File: src/hw/link_pkg.sv
package link_pkg;

    // Basic data widths
    typedef logic [7:0] byte_t;        // One serial data byte
    typedef logic [5:0] pins_t;        // Output pin levels
    typedef logic [7:0] baud_cnt_t;    // Cycles within one bit period

    // Serial timing
    localparam int CLKS_PER_BIT = 16;  // 48 on the board for 1 Mbaud at 48 MHz
    localparam logic PARITY_EN = 1'b1; // Even parity sent and checked

    // Bit period end and first sample point, counted from zero
    localparam baud_cnt_t BIT_LAST = baud_cnt_t'(CLKS_PER_BIT - 1);
    localparam baud_cnt_t BIT_MID  = baud_cnt_t'(CLKS_PER_BIT / 2 - 1);

    // Start-up hold, one second of cycles on the board
    localparam int STARTUP_CYCLES = 64;
    localparam int STARTUP_CNT_W  = $clog2(STARTUP_CYCLES);
    typedef logic [STARTUP_CNT_W-1:0] startup_cnt_t;
    localparam startup_cnt_t STARTUP_LAST = startup_cnt_t'(STARTUP_CYCLES - 1);

    // Receive FIFO sizing
    localparam int FIFO_DEPTH = 4;
    localparam int FIFO_PTR_W = $clog2(FIFO_DEPTH);
    localparam int FIFO_CNT_W = FIFO_PTR_W + 1;  // Holds 0 up to FIFO_DEPTH
    typedef logic [FIFO_PTR_W-1:0] fifo_ptr_t;
    typedef logic [FIFO_CNT_W-1:0] fifo_cnt_t;
    localparam fifo_cnt_t FIFO_FULL = fifo_cnt_t'(FIFO_DEPTH);

    // Reply codes
    localparam byte_t ACK_CODE  = 8'h3C;  // Data command taken
    localparam byte_t NACK_CODE = 8'hC3;  // Anything else

    // Receiver output, valid is a single-cycle strobe
    typedef struct packed {
        byte_t data;
        logic  valid;
    } rx_byte_s;

    typedef enum logic [2:0] {
        RX_IDLE,
        RX_START,
        RX_DATA,
        RX_PARITY,
        RX_STOP
    } rx_state_e;

    typedef enum logic [2:0] {
        TX_IDLE,
        TX_START,
        TX_DATA,
        TX_PARITY,
        TX_STOP
    } tx_state_e;

    typedef enum logic [1:0] {
        CMD_IDLE,
        CMD_SEND,
        CMD_WAIT_DONE
    } cmd_state_e;

endpackage

File: src/hw/uart_rx.sv
`timescale 1ns/1ns

module uart_rx (
    input  logic               clk,
    input  logic               rst_n,
    input  logic               en,          // Low holds the receiver idle
    input  logic               rx,          // Serial line from host
    output link_pkg::rx_byte_s rx_byte,
    output logic               parity_err   // One-cycle pulse, byte dropped
);

    link_pkg::rx_state_e state;
    link_pkg::baud_cnt_t baud_cnt;
    link_pkg::byte_t     shift_q;

    logic [2:0] bit_idx;
    logic       rx_meta;
    logic       rx_sync;
    logic       rx_prev;
    logic       par_acc;     // Running xor over data and parity bits
    logic       valid_q;
    logic       start_edge;
    logic       mid_hit;

    // Two-flop synchronizer, line idles high
    always_ff @(posedge clk or negedge rst_n) begin
        if (!rst_n) begin
            rx_meta <= 1'b1;
            rx_sync <= 1'b1;
            rx_prev <= 1'b1;
        end else begin
            rx_meta <= rx;
            rx_sync <= rx_meta;
            rx_prev <= rx_sync;
        end
    end

    assign start_edge = rx_prev & ~rx_sync;  // Falling edge, start bit begins

    // Half a bit into the start bit, then one full bit per sample
    assign mid_hit = (state == link_pkg::RX_START) ? (baud_cnt == link_pkg::BIT_MID)
                                                   : (baud_cnt == link_pkg::BIT_LAST);

    always_ff @(posedge clk or negedge rst_n) begin
        if (!rst_n) begin
            state      <= link_pkg::RX_IDLE;
            baud_cnt   <= '0;
            bit_idx    <= '0;
            par_acc    <= 1'b0;
            valid_q    <= 1'b0;
            parity_err <= 1'b0;
        end else if (!en) begin
            state      <= link_pkg::RX_IDLE;
            baud_cnt   <= '0;
            bit_idx    <= '0;
            par_acc    <= 1'b0;
            valid_q    <= 1'b0;
            parity_err <= 1'b0;
        end else begin
            valid_q    <= 1'b0;  // Strobes last one cycle
            parity_err <= 1'b0;
            if (state != link_pkg::RX_IDLE) begin
                baud_cnt <= mid_hit ? '0 : baud_cnt + 1'b1;
            end
            case (state)
                link_pkg::RX_IDLE: begin
                    if (start_edge) begin
                        state <= link_pkg::RX_START;
                    end
                end
                link_pkg::RX_START: begin
                    if (mid_hit) begin
                        bit_idx <= '0;
                        par_acc <= 1'b0;
                        // Line back high at mid start bit means a glitch
                        state   <= rx_sync ? link_pkg::RX_IDLE : link_pkg::RX_DATA;
                    end
                end
                link_pkg::RX_DATA: begin
                    if (mid_hit) begin
                        par_acc <= par_acc ^ rx_sync;
                        bit_idx <= bit_idx + 1'b1;
                        if (bit_idx == 3'd7) begin
                            state <= link_pkg::PARITY_EN ? link_pkg::RX_PARITY
                                                         : link_pkg::RX_STOP;
                        end
                    end
                end
                link_pkg::RX_PARITY: begin
                    if (mid_hit) begin
                        par_acc <= par_acc ^ rx_sync;  // Zero now if parity is even
                        state   <= link_pkg::RX_STOP;
                    end
                end
                link_pkg::RX_STOP: begin
                    if (mid_hit) begin
                        state <= link_pkg::RX_IDLE;
                        // Low stop bit is a framing error, byte silently lost
                        if (rx_sync) begin
                            if (link_pkg::PARITY_EN && par_acc) begin
                                parity_err <= 1'b1;
                            end else begin
                                valid_q <= 1'b1;
                            end
                        end
                    end
                end
                default: state <= link_pkg::RX_IDLE;
            endcase
        end
    end

    // Data bits arrive LSB first, shifted in from the top
    always_ff @(posedge clk) begin
        if (en && state == link_pkg::RX_DATA && mid_hit) begin
            shift_q <= {rx_sync, shift_q[7:1]};
        end
    end

    // Shift register holds still until the next frame's data bits
    assign rx_byte = '{data: shift_q, valid: valid_q};

endmodule

File: src/hw/uart_tx.sv
`timescale 1ns/1ns

module uart_tx (
    input  logic            clk,
    input  logic            rst_n,
    input  logic            en,
    input  link_pkg::byte_t tx_data,
    input  logic            start_tx,  // Only honoured while idle
    output logic            tx,
    output logic            busy       // High for the whole frame
);

    link_pkg::tx_state_e state;
    link_pkg::baud_cnt_t baud_cnt;
    link_pkg::byte_t     shift_q;

    logic [2:0] bit_idx;
    logic       parity_q;
    logic       bit_end;
    logic       load;

    assign bit_end = (baud_cnt == link_pkg::BIT_LAST);
    assign load    = en && start_tx && (state == link_pkg::TX_IDLE);

    always_ff @(posedge clk or negedge rst_n) begin
        if (!rst_n) begin
            state    <= link_pkg::TX_IDLE;
            baud_cnt <= '0;
            bit_idx  <= '0;
            tx       <= 1'b1;  // Line idles high
            busy     <= 1'b0;
        end else if (!en) begin
            state    <= link_pkg::TX_IDLE;
            baud_cnt <= '0;
            bit_idx  <= '0;
            tx       <= 1'b1;
            busy     <= 1'b0;
        end else begin
            if (state != link_pkg::TX_IDLE) begin
                baud_cnt <= bit_end ? '0 : baud_cnt + 1'b1;
            end
            case (state)
                link_pkg::TX_IDLE: begin
                    if (start_tx) begin
                        state <= link_pkg::TX_START;
                        tx    <= 1'b0;  // Start bit
                        busy  <= 1'b1;
                    end
                end
                link_pkg::TX_START: begin
                    if (bit_end) begin
                        state   <= link_pkg::TX_DATA;
                        bit_idx <= '0;
                        tx      <= shift_q[0];
                    end
                end
                link_pkg::TX_DATA: begin
                    if (bit_end) begin
                        bit_idx <= bit_idx + 1'b1;
                        if (bit_idx == 3'd7) begin
                            if (link_pkg::PARITY_EN) begin
                                state <= link_pkg::TX_PARITY;
                                tx    <= parity_q;
                            end else begin
                                state <= link_pkg::TX_STOP;
                                tx    <= 1'b1;
                            end
                        end else begin
                            tx <= shift_q[1];  // Next bit, before the shift lands
                        end
                    end
                end
                link_pkg::TX_PARITY: begin
                    if (bit_end) begin
                        state <= link_pkg::TX_STOP;
                        tx    <= 1'b1;
                    end
                end
                link_pkg::TX_STOP: begin
                    if (bit_end) begin
                        state <= link_pkg::TX_IDLE;
                        busy  <= 1'b0;  // Frame done
                    end
                end
                default: state <= link_pkg::TX_IDLE;
            endcase
        end
    end

    // Frame payload
    always_ff @(posedge clk) begin
        if (load) begin
            shift_q  <= tx_data;
            parity_q <= ^tx_data;  // Even parity
        end else if (en && state == link_pkg::TX_DATA && bit_end) begin
            shift_q <= shift_q >> 1;
        end
    end

endmodule

File: src/hw/byte_fifo.sv
`timescale 1ns/1ns

module byte_fifo (
    input  logic               clk,
    input  logic               rst_n,
    input  logic               en,
    input  link_pkg::rx_byte_s wr,         // Write on wr.valid
    input  logic               rd_en,      // Pop, data taken same cycle
    output link_pkg::byte_t    rd_data,
    output logic               not_empty,
    output logic               overflow    // Write lost to a full FIFO
);

    link_pkg::byte_t     mem [link_pkg::FIFO_DEPTH];
    link_pkg::fifo_ptr_t wr_ptr;
    link_pkg::fifo_ptr_t rd_ptr;
    link_pkg::fifo_cnt_t count;

    logic full;
    logic do_wr;
    logic do_rd;

    assign full      = (count == link_pkg::FIFO_FULL);
    assign not_empty = (count != '0);
    assign do_rd     = rd_en && not_empty;
    assign do_wr     = wr.valid && !full;  // Strict, no write-through when full
    assign rd_data   = mem[rd_ptr];        // Head of queue

    always_ff @(posedge clk or negedge rst_n) begin
        if (!rst_n) begin
            wr_ptr   <= '0;
            rd_ptr   <= '0;
            count    <= '0;
            overflow <= 1'b0;
        end else if (!en) begin
            wr_ptr   <= '0;
            rd_ptr   <= '0;
            count    <= '0;
            overflow <= 1'b0;
        end else begin
            overflow <= wr.valid && full;
            if (do_wr) begin
                wr_ptr <= wr_ptr + 1'b1;  // Depth is a power of two, wraps
            end
            if (do_rd) begin
                rd_ptr <= rd_ptr + 1'b1;
            end
            case ({do_wr, do_rd})
                2'b10:   count <= count + 1'b1;
                2'b01:   count <= count - 1'b1;
                default: count <= count;   // Both or neither
            endcase
        end
    end

    // Storage
    always_ff @(posedge clk) begin
        if (en && do_wr) begin
            mem[wr_ptr] <= wr.data;
        end
    end

endmodule

File: src/hw/cmd_handler.sv
`timescale 1ns/1ns

module cmd_handler (
    input  logic            clk,
    input  logic            rst_n,
    input  logic            en,
    input  logic            not_empty,
    input  link_pkg::byte_t rd_data,
    output logic            rd_en,      // One-cycle pop
    output link_pkg::byte_t tx_data,    // Reply byte
    output logic            start_tx,
    input  logic            busy,
    output link_pkg::pins_t pins,
    output logic            toggle      // Flips per accepted data command
);

    link_pkg::cmd_state_e state;

    logic is_data;

    // Data command when the two top bits are clear
    assign is_data = (rd_data[7:6] == 2'b00);

    // Pop only when a byte waits and the transmitter is free
    assign rd_en = en && (state == link_pkg::CMD_IDLE) && not_empty && !busy;

    // Reply start one cycle after the pop
    assign start_tx = (state == link_pkg::CMD_SEND);

    always_ff @(posedge clk or negedge rst_n) begin
        if (!rst_n) begin
            state  <= link_pkg::CMD_IDLE;
            pins   <= '0;
            toggle <= 1'b0;
        end else if (!en) begin
            state <= link_pkg::CMD_IDLE;  // Pins keep their level
        end else begin
            case (state)
                link_pkg::CMD_IDLE: begin
                    if (rd_en) begin
                        state <= link_pkg::CMD_SEND;
                        if (is_data) begin
                            pins   <= rd_data[5:0];
                            toggle <= ~toggle;
                        end
                    end
                end
                link_pkg::CMD_SEND: begin
                    // Transmitter raises busy next cycle
                    state <= link_pkg::CMD_WAIT_DONE;
                end
                link_pkg::CMD_WAIT_DONE: begin
                    if (!busy) begin
                        state <= link_pkg::CMD_IDLE;  // Reply frame finished
                    end
                end
                default: state <= link_pkg::CMD_IDLE;
            endcase
        end
    end

    // Reply code picked in the pop cycle
    always_ff @(posedge clk) begin
        if (rd_en) begin
            tx_data <= is_data ? link_pkg::ACK_CODE : link_pkg::NACK_CODE;
        end
    end

endmodule

File: src/hw/link_node.sv
`timescale 1ns/1ns

module link_node (
    input  logic            clk,
    input  logic            rst_n,
    input  logic            rx,          // From host
    output logic            tx,          // To host
    output link_pkg::pins_t pins,
    output logic            led_ready,   // Blue
    output logic            led_error,   // Red, sticky until reset
    output logic            led_toggle   // Green
);

    link_pkg::startup_cnt_t start_cnt;
    link_pkg::rx_byte_s     rx_byte;
    link_pkg::byte_t        fifo_data;
    link_pkg::byte_t        tx_data;

    logic link_run;     // Serial path enabled
    logic parity_err;
    logic overflow;
    logic fifo_not_empty;
    logic fifo_rd_en;
    logic start_tx;
    logic tx_busy;

    // Start-up hold, counter parks once the link runs
    always_ff @(posedge clk or negedge rst_n) begin
        if (!rst_n) begin
            start_cnt <= '0;
            link_run  <= 1'b0;
        end else if (!link_run) begin
            start_cnt <= start_cnt + 1'b1;
            if (start_cnt == link_pkg::STARTUP_LAST) begin
                link_run <= 1'b1;  // Rises STARTUP_CYCLES after release
            end
        end
    end

    assign led_ready = link_run;

    // Error latch for dropped bytes
    always_ff @(posedge clk or negedge rst_n) begin
        if (!rst_n) begin
            led_error <= 1'b0;
        end else if (parity_err || overflow) begin
            led_error <= 1'b1;
        end
    end

    uart_rx rx_i (
        .clk        (clk),
        .rst_n      (rst_n),
        .en         (link_run),
        .rx         (rx),
        .rx_byte    (rx_byte),
        .parity_err (parity_err)
    );

    byte_fifo fifo_i (
        .clk       (clk),
        .rst_n     (rst_n),
        .en        (link_run),
        .wr        (rx_byte),
        .rd_en     (fifo_rd_en),
        .rd_data   (fifo_data),
        .not_empty (fifo_not_empty),
        .overflow  (overflow)
    );

    cmd_handler cmd_i (
        .clk       (clk),
        .rst_n     (rst_n),
        .en        (link_run),
        .not_empty (fifo_not_empty),
        .rd_data   (fifo_data),
        .rd_en     (fifo_rd_en),
        .tx_data   (tx_data),
        .start_tx  (start_tx),
        .busy      (tx_busy),
        .pins      (pins),
        .toggle    (led_toggle)
    );

    uart_tx tx_i (
        .clk      (clk),
        .rst_n    (rst_n),
        .en       (link_run),
        .tx_data  (tx_data),
        .start_tx (start_tx),
        .tx       (tx),
        .busy     (tx_busy)
    );

endmodule

File: config.mk
export PLATFORM = sky130hd
export DESIGN_NAME = link_node
export DESIGN_NICKNAME = d
export VERILOG_FILES = /design/src/hw/link_pkg.sv /design/src/hw/uart_rx.sv /design/src/hw/uart_tx.sv /design/src/hw/byte_fifo.sv /design/src/hw/cmd_handler.sv /design/src/hw/link_node.sv
export SDC_FILE = /design/constraint.sdc
export NUM_CORES = 1
export LEC_CHECK = 0
export BUFFER_PORTS_ARGS = -buffer_cell sky130_fd_sc_hd__buf_2
export CAP_MARGIN = 20
export CORE_MARGIN = 3
export CORE_UTILIZATION = 55
export CTS_CLUSTER_DIAMETER = 30
export CTS_CLUSTER_SIZE = 16
export DETAILED_ROUTE_END_ITERATION = 10
export GPL_TIMING_DRIVEN = 0
export PLACE_DENSITY = 0.71
export RECOVER_POWER = 50
export SKIP_LAST_GASP = 1
export SYNTH_ARGS = -nofsm -noshare
export SYNTH_HDL_FRONTEND = slang
export SYNTH_HIERARCHICAL = 1
export SYNTH_SLANG_ARGS = --single-unit
File: constraint.sdc
create_clock -name clk -period 5.7 [get_ports clk]
set_input_delay 0.285 -clock clk [delete_from_list [all_inputs] [get_ports clk]]
set_output_delay 0.285 -clock clk [all_outputs]
set_load 0.02 [all_outputs]
Word level (Yosys, flattened, before mapping)
Memory sizes are Yosys's and may differ from the RTL's.
Index checks and enable logic that the tools add are counted.
{ "word_totals": {"reg_bits": 86, "mem_bits_rw": 32, "in_bits": 3, "out_inout_bits": 10, "elab_cells": 194, "mem_count": 1} }
{ "mem_list": {"columns": ["memory", "words", "word_bits", "rd", "rd_ports_with_merged_regs", "write_ports", "line_no", "text"], "rows": [
  ["fifo_i.mem", 4, 8, 1, 0, 1, "byte_fifo.sv:14", "link_pkg::byte_t mem [link_pkg::FIFO_DEPTH];"]
]} }
{ "op_classes": {"add_sub_neg": 9, "eq_ne": 44, "mux": 73, "bitwise_logic": 4, "n_reduce_logical": 35} }
{ "ops": {"columns": ["operator", "n"], "rows": [
  ["two-way mux 8 bit", 9],
  ["two-way mux 3 bit", 19],
  ["!= test 3 x 2 -> 1 bit (second input constant)", 14],
  ["case mux 3 bit (5 select lines)", 2],
  ["two-way mux 1 bit", 28],
  ["case mux 3 bit (2 select lines)", 3],
  ["adder 8 x 1 -> 8 bit (second input constant)", 2],
  ["== test 8 x 4 -> 1 bit (second input constant)", 2],
  ["two-way mux 2 bit", 8],
  ["== test 3 bit (second input constant)", 5],
  ["logical AND 1 bit", 13],
  ["== test 3 x 2 -> 1 bit (second input constant)", 4],
  ["!= test 3 x 1 -> 1 bit (second input constant)", 4],
  ["AND reduction 3 bit", 4],
  ["AND reduction 6 bit", 2],
  ["adder 3 x 1 -> 3 bit (second input constant)", 3],
  ["nonzero test 3 bit", 3],
  ["== test 8 x 3 -> 1 bit (second input constant)", 1],
  ["!= test 2 x 1 -> 1 bit (second input constant)", 4],
  ["parity 8 bit", 1],
  ["adder 6 x 1 -> 6 bit (second input constant)", 1],
  ["== test 3 x 1 -> 1 bit (second input constant)", 2],
  ["== test 6 bit (second input constant)", 1],
  ["zero test 3 bit", 2],
  ["20 further kinds", 28]
]} }

Depth between registers and ports, before layout
{ "logic_depth": {"word_depth": 8, "mapped_depth": 10, "mapped_depth_nobuf": 8} }

By module
Netlist, hierarchy kept.
{ "modules_own_cells": {"columns": ["mod", "instances", "cells_each", "area_each_um2", "seq_area_each_um2"], "rows": [
  ["byte_fifo", 1, 113, 1786.7, 1161.1],
  ["uart_rx", 1, 127, 1402.6, 744.5],
  ["uart_tx", 1, 112, 1402.6, 671.9],
  ["cmd_handler", 1, 33, 494.2, 285.3],
  ["link_node", 1, 23, 337.8, 200.2]
]} }

Worst setup path before layout
OpenSTA, ideal clock, no wires.
{ "synth_path": {"path_type": "register to register", "from": "reg fifo_i.count[1]", "to": "reg fifo_i.count[1]", "setup_time_ps": 86, "t_arrival_ps": 2345, "required_time_ps": 5614, "slack_ps": 3269, "path_stages_with_launch": 11, "path_buffers": 2, "synth_period_minus_slack_ps": 2431, "path_cell_list": "dfrtp_1 > buf_2 > or3_1 > nor4b_4 > and2_2 > buf_4 > o31ai_2 > a21oi_1 > fa_1 > o21ai_0 > nor3_1"} }
{ "synth_via": {"elab_chain_cells": 7, "word_cells_on_any_way": 14, "cone_classes": "add/sub (2); eq/ne (4); mux (2); reduce/logical (6)"} }
{ "synth_rtl": {"columns": ["element", "line_no", "text"], "rows": [
  ["start: declaration", "byte_fifo.sv:17", "link_pkg::fifo_cnt_t count;"],
  ["start signal: assignment", "byte_fifo.sv:49", "2'b10: count <= count + 1'b1;"],
  ["start signal: assignment", "byte_fifo.sv:50", "2'b01: count <= count - 1'b1;"],
  ["start signal: assignment", "byte_fifo.sv:51", "default: count <= count;"],
  ["nonzero test 3 bit *", "byte_fifo.sv:24", "assign not_empty = (count != '0);"],
  ["net fifo_not_empty", "link_node.sv:22", "logic fifo_not_empty;"],
  ["logical AND 1 bit * (2 in series)", "cmd_handler.sv:25", "assign rd_en = en && (state == link_pkg::CMD_IDLE) && not_empty && !busy;"],
  ["net fifo_rd_en", "link_node.sv:23", "logic fifo_rd_en;"],
  ["logical AND 1 bit *", "byte_fifo.sv:25", "assign do_rd = rd_en && not_empty;"],
  ["== test 2 x 1 -> 1 bit or == test 2 bit (tied branches)", "byte_fifo.sv:48", "case ({do_wr, do_rd})"],
  ["case mux 3 bit (2 select lines)", "byte_fifo.sv:48", null],
  ["two-way mux 3 bit", "byte_fifo.sv:35", "end else if (!en) begin"]
]} }
The timed path passes the listed nets; every way through them passes the cells marked *.
A chain may end at the register's enable or synchronous reset.

==> impl_metrics.toml <==
[worst_hold_path]
hp-class = "register to register"
holdPathEnd = "rx_i/rx_sync"
min-delay-start = "rx_i/rx_meta"
min_delay_path_depth = 0

[critical_path]
crit_top_cell = "clkbuf_1"
critical_path_class = "input pin to async pin"
crit_arrival_ns = 3.27
reg2regPathDepth = 10
cp_slowest_cell = "clkbuf_1"
path_delay_family = "buffers and inverters"
rr_startpoint = "fifo_i/count[0]"
cp-start-kind = "input pin"
path_cells = "dlygate4sd3_1, clkbuf_1, clkbuf_1"
r2r-end = "fifo_i/count[1]"
cp.required_ns = 5.88
cp-end-kind = "async pin"
worst-path-max-fanout = 32
path_buf_inv = 3
r2r_slack_ns = 3.07
max_stage_delay_ns = 1.29

[route]
num_vias = 3128
wl_per_cell_um = 15.1
dr.first_iter.drc_count = 132
drc = 0
finalWirelength_um = 8590
ant_nets = 0
drtPass1Iterations = 5
avgViaCountPerCell = 5.51

[pwr]
power.share.sequential = 0.640
power_frac_comb = 0.008
switchingPower_uw = 296
intPower_uw = 1020
p_leak_uw = 0.00218
ir_worst_vdd_mv = 0.220
p_per_area_nw_per_um2 = 224
p_sw_frac = 0.225
p_clk_frac = 0.352

[grt]
grt_start_max_net_pins = 33
grt_first_pass_wirelength_um = 15300
grt-ovfl-total = 0
grt_pass1_vias = 3139
antenna_found_initial = 0
grt_util_all_layers = 0.171

[yosys]
syn_inst = 408
ys_seq_area_frac = 0.565
syn_area_um2 = 5420
synth_edf_count = 51
synthFlopType = "dfrtp_1"
syn_nets = 425
yosysWarnings = 6
synth-seq-cells = 112
async_flop_share = 0.545
ys_types = 84
avgSynthCellArea_um2 = 13.3

[status]
outcome = "complete, but fails checks"
violations = "max-capacitance violations, max-slew violations"

[placement]
gp_routability_congestion = 0.789
dp_hpwl_um = 6030
pre_cts_slack_ns = 3.08
io_buffers = 12

[cells_and_area]
nets = 451
final_cell_mix = "dfrtp_1, edfxtp_1, xnor2_1, nor2_1, nand2_1"
diodes = 0
layout-drive-gt1-share = 0.214
syn_to_final_growth_pct = 8.00
final_common_cell = "dfrtp_1"

[timing]
finalSetupViolCount = 0
report.final.hold_viol_count = 0
relSlewSlack = -0.117
fin_crit_ns = 3.09
fin_tns_setup_ns = 0
finClkSkew_ns = 0.0169
fmax_mhz = 323
rsz0062_at_grt = "no"
fin_ws_ns = 2.61
slew_viol_final = 64
timing.final.crit_share = 0.543
holdWs_ns = 0.370
worst_slew_pin_slew_ns = 1.68

[clock_network]
cts-resized-gates = 0
postCtsSetupRepairBufs = 0
h-tree-depth = 3
cts_hold_buf = 2
clk_pin_slew_ns = 0.11
clock_sinks = 112
clock_latency_ns = 0.38
cts_tree = "built"
cts_buffer_depth = 2
cts_made_buffers = 9
clockRootBuffer = "clkbuf_8"

[die]
dieArea_um2 = 11100
core_area_um2 = 9420
io_pins = 13
die-width_um = 105
rows = 35
die_h_um = 105
start_util = 0.576

[run]
drv_cap = 2
-- power by group through the flow --
stage	combinational [µW]	sequential, µW	clock [µW]
after detailed placement	12.2	858	0
after floorplan	0.847	858	0
after global placement	10.3	858	0
final	10.7	841	462
after global routing	13.2	841	514
after CTS	13.2	841	485
-- worst reg2reg max path: cells and delay by family (launching register included) --
family / cells / cell delay (ns)
compound gates: 3 / 0.27
buf+inv: 2 / 0.39
flops: 1 / 0.45
fa+ha+maj: 1 / 0.50
simple gates: 4 / 0.93
-- synth_stat cells, types with 6 or more instances --
library cell	instances	share of area
nor2b_1	7	0.0081
mux2_2	15	0.031
ha_1	13	0.030
buf_2	6	0.0055
and2_1	10	0.012
a21oi_1	12	0.011
nand2b_1	8	0.0092
nor2_1	21	0.015
dfrtp_1	57	0.26
nand3_1	11	0.010
buf_4	9	0.012
nor3_1	7	0.0065
xor2_1	9	0.015
nand2_1	16	0.011
inv_1	12	0.0083
edfxtp_1	51	0.28
xnor2_1	23	0.037
mux4_2	8	0.033
-- metrics by stage --
stage | instance area, µm² | util | cells | power (µW)
detailed placement | 5670 | 0.602 | 550 | 870
floorplan | 5420 | - | 408 | 859
CTS | 5890 | 0.625 | 568 | 1340
finish | 5860 | 0.622 | 568 | 1310
global route | 5860 | 0.622 | 568 | 1370
global placement | 5650 | 0.600 | 549 | 868
-- layer usage --
| layer | vias up | GRT usage | share of wire |
|---|---|---|---|
| met5 | - | 0 | 0 |
| met4 | 0 | 0.0440 | 0.0087 |
| met3 | 6 | 0.0410 | 0.033 |
| met2 | 37 | 0.284 | 0.50 |
| met1 | 1555 | 0.225 | 0.46 |
| li1 | 1530 | - | - |
-- cell families after synthesis --
logic type	share of synthesized area
adder cells (fa/ha/maj)	0.0337
AO/OA/AOI/OAI	0.0794
flip-flops	0.565
multiplexers	0.0690
buffers and inverters	0.0392
AND/OR/NAND/NOR	0.162
XOR/XNOR	0.0517
-- how the worst max path moves through the flow --
stage / startpoint / end / slack [ns] / depth (start not counted)
4_1_cts: fifo_i/count[0] / fifo_i/count[1] / 3.06 / 10
3_5_place_dp: fifo_i/count[0] / fifo_i/count[1] / 3.08 / 10
6_report: rst_n / fifo_i/count[2] / 2.61 / 3
3_3_place_gp: fifo_i/count[1] / fifo_i/count[1] / 3.09 / 10
5_1_grt: rst_n / fifo_i/count[2] / 1.90 / 3
2_1_floorplan: fifo_i/count[1] / fifo_i/count[1] / 3.27 / 10
-- cell type report --
cell class | count | area [µm²]
Clock buffer | 9 | 124
Inverter | 12 | 45.0
Fill cell | 750 | 3560
Multi-Input combinational cell | 259 | 2150
Buffer | 25 | 168
Clock inverter | 7 | 76.3
Timing Repair Buffer | 15 | 72.6
Sequential cell | 112 | 3060
Tap cell | 129 | 161
-- sequential cells by signal, indices dropped and copies added (netlist names), 3 cells and up --
signal         flops
fifo_i/mem        32
rx_i/baud_cnt      8
rx_i/shift_q       8
tx_i/baud_cnt      8
tx_i/shift_q       8
cmd_i/pins         6
start_cnt          6
fifo_i/count       3
rx_i/bit_idx       3
rx_i/state         3
tx_i/bit_idx       3
tx_i/state         3
(Power assumes the default switching activity.)
